[src/logic/img_pkg.sv]
`default_nettype none

package img_pkg;

    // Sensor pixel bus
    localparam int pix_width = 12;

    // Column and row counters, frames up to 4095 x 4095
    localparam int dim_width = 12;

    // Histogram from the top pixel bits
    localparam int bin_count = 16;
    localparam int bin_width = 24;
    localparam int bin_sel_width = $clog2(bin_count);

    // Pixel buffer between capture and statistics
    localparam int fifo_depth = 16;
    localparam int fifo_addr_width = 4;

    // Wishbone slave
    localparam int wb_adr_width = 5;
    localparam int wb_dat_width = 32;

    // Entry pushed by the capture block
    typedef struct packed {
        logic [pix_width-1:0] pixel;
        logic                 eol;
        logic                 eof;
    } pixel_entry_t;

    // Register map, word addresses 0 to 15 are the bins
    localparam logic [wb_adr_width-1:0] reg_frame_count = 5'd16;
    localparam logic [wb_adr_width-1:0] reg_status = 5'd17;
    localparam logic [wb_adr_width-1:0] reg_geometry = 5'd18;

    // Height sits in the upper half of the geometry word
    localparam int geometry_height_lsb = 16;

    // Sticky status bits
    localparam int status_width = 2;
    localparam int status_overflow_bit = 0;
    localparam int status_short_line_bit = 1;

endpackage

`default_nettype wire
[src/logic/img_pipeline.sv]
`default_nettype none
`timescale 1ns/1ps

module img_pipeline import img_pkg::*; (
    input  logic                    img_dclk,
    input  logic                    rst_n,
    input  logic [pix_width-1:0]    img_d,
    input  logic                    img_fv,
    input  logic                    img_lv,
    input  logic                    wb_cyc,
    input  logic                    wb_stb,
    input  logic                    wb_we,
    input  logic [wb_adr_width-1:0] wb_adr,
    input  logic [wb_dat_width-1:0] wb_dat_w,
    output logic [wb_dat_width-1:0] wb_dat_r,
    output logic                    wb_ack,
    output logic                    frame_done
);
    logic                 push;
    pixel_entry_t         push_entry;
    logic                 full;
    logic                 empty;
    logic                 pop;
    pixel_entry_t         pop_entry;
    logic [dim_width-1:0] frame_width;
    logic [dim_width-1:0] frame_height;
    logic                 frame_geometry_valid;
    logic                 short_line;
    logic                 overflow;

    // Producer on the sensor bus
    img_capture capture_i (
        .img_dclk             (img_dclk),
        .rst_n                (rst_n),
        .img_d                (img_d),
        .img_fv               (img_fv),
        .img_lv               (img_lv),
        .full                 (full),
        .push                 (push),
        .push_entry           (push_entry),
        .frame_width          (frame_width),
        .frame_height         (frame_height),
        .frame_geometry_valid (frame_geometry_valid),
        .short_line           (short_line),
        .overflow             (overflow)
    );

    pixel_fifo fifo_i (
        .img_dclk   (img_dclk),
        .rst_n      (rst_n),
        .push       (push),
        .push_entry (push_entry),
        .pop        (pop),
        .pop_entry  (pop_entry),
        .full       (full),
        .empty      (empty)
    );

    // Histogram and Wishbone readout
    img_stats stats_i (
        .img_dclk             (img_dclk),
        .rst_n                (rst_n),
        .empty                (empty),
        .pop_entry            (pop_entry),
        .frame_width          (frame_width),
        .frame_height         (frame_height),
        .frame_geometry_valid (frame_geometry_valid),
        .short_line           (short_line),
        .overflow             (overflow),
        .wb_cyc               (wb_cyc),
        .wb_stb               (wb_stb),
        .wb_we                (wb_we),
        .wb_adr               (wb_adr),
        .wb_dat_w             (wb_dat_w),
        .pop                  (pop),
        .wb_dat_r             (wb_dat_r),
        .wb_ack               (wb_ack),
        .frame_done           (frame_done)
    );

endmodule

`default_nettype wire

[src/logic/img_stats.sv]
`default_nettype none
`timescale 1ns/1ps

module img_stats import img_pkg::*; (
    input  logic                    img_dclk,
    input  logic                    rst_n,
    input  logic                    empty,
    input  pixel_entry_t            pop_entry,
    input  logic [dim_width-1:0]    frame_width,
    input  logic [dim_width-1:0]    frame_height,
    input  logic                    frame_geometry_valid,
    input  logic                    short_line,
    input  logic                    overflow,
    input  logic                    wb_cyc,
    input  logic                    wb_stb,
    input  logic                    wb_we,
    input  logic [wb_adr_width-1:0] wb_adr,
    input  logic [wb_dat_width-1:0] wb_dat_w,
    output logic                    pop,
    output logic [wb_dat_width-1:0] wb_dat_r,
    output logic                    wb_ack,
    output logic                    frame_done
);
    logic [bin_width-1:0]     live_bins [bin_count];
    logic [bin_width-1:0]     bank_bins [bin_count];
    logic [bin_sel_width-1:0] bin_sel;
    logic [dim_width-1:0]     geo_width;
    logic [dim_width-1:0]     geo_height;
    logic [dim_width-1:0]     bank_width;
    logic [dim_width-1:0]     bank_height;
    logic [wb_dat_width-1:0]  frame_count;
    logic [status_width-1:0]  live_status;
    logic [status_width-1:0]  bank_status;
    logic [status_width-1:0]  status_set;
    logic [status_width-1:0]  status_clr;
    logic                     wb_req;
    logic                     wb_served;
    logic                     wb_take;
    logic [wb_dat_width-1:0]  rd_data;

    // Consumer never stalls
    assign pop = !empty;
    assign bin_sel = pop_entry.pixel[pix_width-1 -: bin_sel_width];
    assign frame_done = pop && pop_entry.eof;

    assign wb_req = wb_cyc && wb_stb;
    // One ack per strobe, even if the master holds it high
    assign wb_take = wb_req && !wb_ack && !wb_served;

    always_comb begin
        status_set = '0;
        status_set[status_overflow_bit] = overflow;
        status_set[status_short_line_bit] = short_line;
    end

    // Write-one-to-clear on the status word
    assign status_clr = (wb_take && wb_we && (wb_adr == reg_status)) ?
                        wb_dat_w[status_width-1:0] : '0;

    // Live histogram, cleared as the frame is banked
    always_ff @(posedge img_dclk) begin
        if (!rst_n) begin
            for (int i = 0; i < bin_count; i++) begin
                live_bins[i] <= '0;
            end
        end else if (pop) begin
            for (int i = 0; i < bin_count; i++) begin
                if (pop_entry.eof) begin
                    live_bins[i] <= '0;
                end else if (bin_sel == bin_sel_width'(i)) begin
                    live_bins[i] <= live_bins[i] + 1'b1;
                end
            end
        end
    end

    // Bank includes the eof pixel itself
    always_ff @(posedge img_dclk) begin
        if (frame_done) begin
            for (int i = 0; i < bin_count; i++) begin
                bank_bins[i] <= live_bins[i] + bin_width'(bin_sel == bin_sel_width'(i));
            end
        end
    end

    always_ff @(posedge img_dclk) begin
        if (frame_geometry_valid) begin
            geo_width <= frame_width;
            geo_height <= frame_height;
        end
        if (frame_done) begin
            bank_width <= frame_geometry_valid ? frame_width : geo_width;
            bank_height <= frame_geometry_valid ? frame_height : geo_height;
        end
    end

    // Frame counter, sticky status and bus handshake
    always_ff @(posedge img_dclk) begin
        if (!rst_n) begin
            frame_count <= '0;
            live_status <= '0;
            bank_status <= '0;
            wb_ack <= 1'b0;
            wb_served <= 1'b0;
        end else begin
            if (frame_done) begin
                frame_count <= frame_count + 1'b1;
                bank_status <= (live_status | status_set) & ~status_clr;
            end else begin
                bank_status <= bank_status & ~status_clr;
            end
            live_status <= (live_status | status_set) & ~status_clr;
            wb_ack <= wb_take;
            wb_served <= wb_req && (wb_served || wb_ack);
        end
    end

    // Readout mux over banked values
    always_comb begin
        rd_data = '0;
        if (wb_adr < wb_adr_width'(bin_count)) begin
            rd_data = wb_dat_width'(bank_bins[wb_adr[bin_sel_width-1:0]]);
        end else begin
            case (wb_adr)
                reg_frame_count: rd_data = frame_count;
                reg_status: rd_data[status_width-1:0] = bank_status;
                reg_geometry: begin
                    rd_data[dim_width-1:0] = bank_width;
                    rd_data[geometry_height_lsb +: dim_width] = bank_height;
                end
                default: rd_data = '0;
            endcase
        end
    end

    always_ff @(posedge img_dclk) begin
        if (wb_take) begin
            wb_dat_r <= rd_data;
        end
    end

endmodule

`default_nettype wire

[src/logic/pixel_fifo.sv]
`default_nettype none
`timescale 1ns/1ps

module pixel_fifo import img_pkg::*; (
    input  logic         img_dclk,
    input  logic         rst_n,
    input  logic         push,
    input  pixel_entry_t push_entry,
    input  logic         pop,
    output pixel_entry_t pop_entry,
    output logic         full,
    output logic         empty
);
    pixel_entry_t               mem [fifo_depth];
    logic [fifo_addr_width-1:0] wr_ptr;
    logic [fifo_addr_width-1:0] rd_ptr;
    logic [fifo_addr_width:0]   count;
    logic                       do_push;
    logic                       do_pop;

    assign empty = (count == '0);

    // Full only blocks a push when no entry leaves in the same cycle
    assign full = (count == (fifo_addr_width + 1)'(fifo_depth)) && !pop;

    assign do_pop = pop && !empty;
    assign do_push = push && !full;

    // Head entry is visible without a read cycle
    assign pop_entry = mem[rd_ptr];

    always_ff @(posedge img_dclk) begin
        if (do_push) begin
            mem[wr_ptr] <= push_entry;
        end
    end

    // Pointers wrap naturally since the depth is a power of two
    always_ff @(posedge img_dclk) begin
        if (!rst_n) begin
            wr_ptr <= '0;
            rd_ptr <= '0;
            count <= '0;
        end else begin
            if (do_push) begin
                wr_ptr <= wr_ptr + 1'b1;
            end
            if (do_pop) begin
                rd_ptr <= rd_ptr + 1'b1;
            end
            case ({do_push, do_pop})
                2'b10: count <= count + 1'b1;
                2'b01: count <= count - 1'b1;
                default: count <= count;
            endcase
        end
    end

endmodule

`default_nettype wire

[src/logic/img_capture.sv]
`default_nettype none
`timescale 1ns/1ps

module img_capture import img_pkg::*; (
    input  logic                 img_dclk,
    input  logic                 rst_n,
    input  logic [pix_width-1:0] img_d,
    input  logic                 img_fv,
    input  logic                 img_lv,
    input  logic                 full,
    output logic                 push,
    output pixel_entry_t         push_entry,
    output logic [dim_width-1:0] frame_width,
    output logic [dim_width-1:0] frame_height,
    output logic                 frame_geometry_valid,
    output logic                 short_line,
    output logic                 overflow
);
    logic [pix_width-1:0] d_r;
    logic                 fv_r;
    logic                 lv_r;
    logic                 fv_d;
    logic                 lv_d;
    logic [pix_width-1:0] hold_pixel;
    logic                 hold_valid;
    logic [dim_width-1:0] col_count;
    logic [dim_width-1:0] row_count;
    logic [dim_width-1:0] first_width;
    logic                 first_seen;
    logic                 pix_valid;
    logic                 line_end;
    logic                 frame_end;

    assign pix_valid = fv_r && lv_r;
    assign line_end = fv_d && lv_d && !lv_r;
    assign frame_end = fv_d && !fv_r;

    // A push the FIFO cannot take this cycle is lost
    assign overflow = push && full;

    // Sensor bus sampling plus one cycle of strobe history for edges
    always_ff @(posedge img_dclk) begin
        d_r <= img_d;
        if (!rst_n) begin
            fv_r <= 1'b0;
            lv_r <= 1'b0;
            fv_d <= 1'b0;
            lv_d <= 1'b0;
        end else begin
            fv_r <= img_fv;
            lv_r <= img_lv;
            fv_d <= fv_r;
            lv_d <= lv_r;
        end
    end

    // Each pixel waits in the hold register until its successor shows up,
    // so the line and frame tags are known when it is pushed
    always_ff @(posedge img_dclk) begin
        if (!rst_n) begin
            hold_valid <= 1'b0;
            push <= 1'b0;
        end else begin
            hold_valid <= pix_valid || (hold_valid && !frame_end);
            push <= hold_valid && (pix_valid || frame_end);
        end
    end

    always_ff @(posedge img_dclk) begin
        if (pix_valid) begin
            hold_pixel <= d_r;
        end
        if (hold_valid && (pix_valid || frame_end)) begin
            push_entry.pixel <= hold_pixel;
            // First pixel of a new line means the held one closed the previous
            push_entry.eol <= frame_end || !lv_d;
            push_entry.eof <= frame_end;
        end
    end

    // Column and row counting
    always_ff @(posedge img_dclk) begin
        if (!rst_n) begin
            col_count <= '0;
            row_count <= '0;
            first_width <= '0;
            first_seen <= 1'b0;
            frame_geometry_valid <= 1'b0;
            short_line <= 1'b0;
        end else begin
            frame_geometry_valid <= frame_end;
            short_line <= line_end && first_seen && (col_count < first_width);
            if (pix_valid) begin
                col_count <= col_count + 1'b1;
            end else if (line_end) begin
                col_count <= '0;
            end
            if (frame_end) begin
                row_count <= '0;
                first_seen <= 1'b0;
            end else if (line_end) begin
                row_count <= row_count + 1'b1;
                if (!first_seen) begin
                    first_width <= col_count;
                    first_seen <= 1'b1;
                end
            end
        end
    end

    // Geometry snapshot; the last line may close on the same edge as the frame
    always_ff @(posedge img_dclk) begin
        if (frame_end) begin
            frame_width <= first_seen ? first_width : col_count;
            frame_height <= row_count + dim_width'(line_end);
        end
    end

endmodule

`default_nettype wire

[config.mk]
export PLATFORM = sky130hd
export DESIGN_NAME = img_pipeline
export DESIGN_NICKNAME = d
export VERILOG_FILES = /design/src/logic/img_pkg.sv /design/src/logic/img_pipeline.sv /design/src/logic/img_stats.sv /design/src/logic/pixel_fifo.sv /design/src/logic/img_capture.sv
export SDC_FILE = /design/constraint.sdc
export NUM_CORES = 2
export LEC_CHECK = 0
export ABC_AREA = 0
export BUFFER_PORTS_ARGS = -buffer_cell sky130_fd_sc_hd__clkbuf_2
export CAP_MARGIN = 15
export CORE_MARGIN = 4
export CORE_UTILIZATION = 36
export CTS_CLUSTER_SIZE = 40
export DETAILED_ROUTE_END_ITERATION = 8
export SYNTH_ARGS = -nofsm -noshare
export SYNTH_HDL_FRONTEND = slang
export SYNTH_SLANG_ARGS = --single-unit
[constraint.sdc]
create_clock -name img_dclk -period 36.3 [get_ports img_dclk]
set_input_delay 7.26 -clock img_dclk [delete_from_list [all_inputs] [get_ports img_dclk]]
set_output_delay 7.26 -clock img_dclk [all_outputs]
set_load 0.1 [all_outputs]
==> key figures <==
Run status
  • Status: complete, no violations

Cells and area
  • Final core occ: 0.404
  • Final nets: approximately 4400
  • Final instance area: ~58000 um2
  • Layout cell share with drive strength beyond 1: 0.112
  • P&R area growth vs syn: 10.9%

STA
  • Sum Neg Setup Slack: 0 ps
  • Minimum clock period: approximately 11000 ps
  • Endpoints failing hold: 0
  • Worst-Margin Slew: between 1000 and 1500 ps
  • Rel. slew slack: 0.244
  • FMAX: just over 0.09 GHz
  • Final period utilization: 0.297
  • Final setup viols: 0
  • RSZ-0062 raised after global routing: false
  • Worst clock skew: around 35 ps
  • Count of pins over their slew limit: 0

CTS
  • Post-CTS sizing: 0
  • Post-CTS Hold Fix Bufs: 0
  • TritonCTS clock tree: done
  • Clock root buffer: clkbuf_16
  • Clk sinks: approximately 1100
  • Clk_lat worst skew: a little over 700 ps
  • Clk buf depth: 3
  • Setup Fix Bufs, Post-CTS: 0
  • Cts bufs inserted: approximately 110
  • H-tree depth: 3
  • Clock-pin slew on the worst setup and hold paths: 60 ps

Yosys
  • Most numerous cell in the Yosys netlist: edfxtp_1
  • Net count after synthesis: roughly 4400
  • EDFF count, synth: roughly 940
  • Synth area leaders: edfxtp_1 (54%), xnor2_1 (6.6%), mux4_2 (6.0%)
  • Async SR Flop Fraction: 0
  • Synth Register Bits: around 1100
  • Synth area leader: edfxtp_1
  • Synth cell types: 60
  • Cells after Synth: between 4000 and 5000
  • Top-area cell type share of the netlist area: 0.535
  • Prevailing post-synth register cell: edfxtp_1
  • Mapped Area: around 53000 um2
  • Synth warn: 0
  • Seq/Total Area, Yosys: 0.584
  • Avg Cell Area, Syn: around 12 um2
  • Top cells by count, synth: edfxtp_1 (937), nor2_1 (675), xnor2_1 (399), nand2_1 (365), xor2_1 (353)

Power and ir drop
  • Leak: 19.5 nW
  • PD cells: 75.7 nW/um2
  • VDD IR max: between 0.05 and 0.06 mV

Die
  • Die height: roughly 390 um
  • Site Rows: about 140
  • Starting density of the core: 0.364
  • Chip width: about 400 um
  • # IOs: 90
  • Core area: ~140000 um2
  • Die ar.: between 150000 and 200000 um2

Route
  • Initial drt markers: around 2600
  • Drt total wl: around 130000 um
  • Drt drc: 0
  • Via-to-Cell Ratio: 5.15
  • First-pass iteration count of the detailed router: 5
  • Routed WL per cell: 20.2 um
  • Antenna-violating nets left: 0
  • Vias: between 30000 and 40000

Hold path
  • Worst hold path type: flip-flop to flip-flop
  • Min-Delay Path Depth: 0
  • Hold_sp: capture_i.d_r[10]

Global routing
  • GR Layer Usage met3: 0.0299
  • GR Overflow Total: 0
  • Initial antenna violation count: 14
  • Pin count of the biggest net entering global routing: 82
  • Tot GR Track Use: 0.164
  • Grt met2 use: 0.249
  • Number of global-route vias before repair: between 30000 and 40000
  • First-pass GRT wire length: between 150000 and 200000 um
  • M1 GR Usage: 0.231
  • Gr busiest metal: met2

Job
  • Max-cap violations: 0

Placed design
  • Hpwl dp: roughly 90000 um
  • I/O Buffers: a little over 50
  • DP Area: 54600 um2
  • Final GP Congestion: approximately 0.90

Critical path
  • Critical path class: flip-flop to primary output
  • Worst setup SP type: flip-flop
  • Crit-path max FO: 20
  • Critical path data arrival time: about 3500 ps
  • CP Capture Type: primary output
  • Worst Path Required: a little under 30000 ps
  • Reg2Reg Depth: 6
power by group:
group	leakage, nW	switching [mW]	internal [mW]
clock	1.80	0.483	0.670
combinational	7.16	0.623	0.348
sequential	10.6	0.374	1.91
total	19.5	1.48	2.93
cell families after synthesis:
family | Yosys count | synth area share
AOI/OAI and AO/OA | 118 | 0.0145
xor gates and xnor gates | 752 | 0.125
adders and majority gates | 76 | 0.0182
buffers and inverters | 290 | 0.0218
DFF | 1065 | 0.584
muxes | 213 | 0.0747
and+or+nand+nor | 1784 | 0.162
routing by layer:
layer  up-vias  routed length, um
li1      15300                  -
met1     15900              56400
met2       869              56400
met3       192               8420
met4         6               5280
met5         -                 39
cell usage in the layout, fill, tap and decap left out, types with 38 or more instances in the layout:
master	netlist	layout
nand3_1	220	220
clkbuf_16	0	116
and4_1	55	55
and3_1	72	72
nor2_1	675	674
mux4_2	140	140
ha_1	75	75
clkbuf_2	0	48
inv_1	64	64
nor3_1	64	63
mux2i_1	38	38
and2_1	66	66
edfxtp_1	937	937
xnor2_1	399	399
dfxtp_1	128	128
xor2_1	353	353
nand2_1	365	365
nand4_1	135	135
worst max-delay path: stages, from the launching register on:
cell,delay [ps]
dfxtp_1,970
mux4_2,450
a22oi_1,670
a21oi_4,250
clkbuf_2,450
per-stage QoR:
stage	hold WS (ps)	setup slack, ps	power [mW]	instances
after floorplan	386	6660	3.04	4298
after global placement	415	24850	3.27	6059
after detailed placement	406	24890	3.28	6059
after CTS	427	25340	4.45	6264
after global routing	430	25320	4.61	6265
final	421	25510	4.41	6271
state kept, by name (all words and copies together) (netlist names), 32 cells and up, named ones only:
signal               cells
stats_i.live_bins      384
stats_i.bank_bins      384
fifo_i.mem              80
stats_i.frame_count     32
stats_i.wb_dat_r        32
path summary, 6_finish.rpt:
kind	end	slack, ps
max	frame_done	25510
min	capture_i.hold_pixel[10]	420
max reg2reg	stats_i.live_bins[0][230]	30330
min reg2reg	capture_i.hold_pixel[10]	420
cell type report:
class	count	area, um2
diodes	7	17.5
clock buffers	137	2990
clock inverters	68	676
fillers	13500	86000
inverters	66	248
multi-input cells	2943	20800
flip-flops and latches	1065	30700
well taps	1903	2380
repair buffers	82	503
Power figures use the tool's default switching activity.
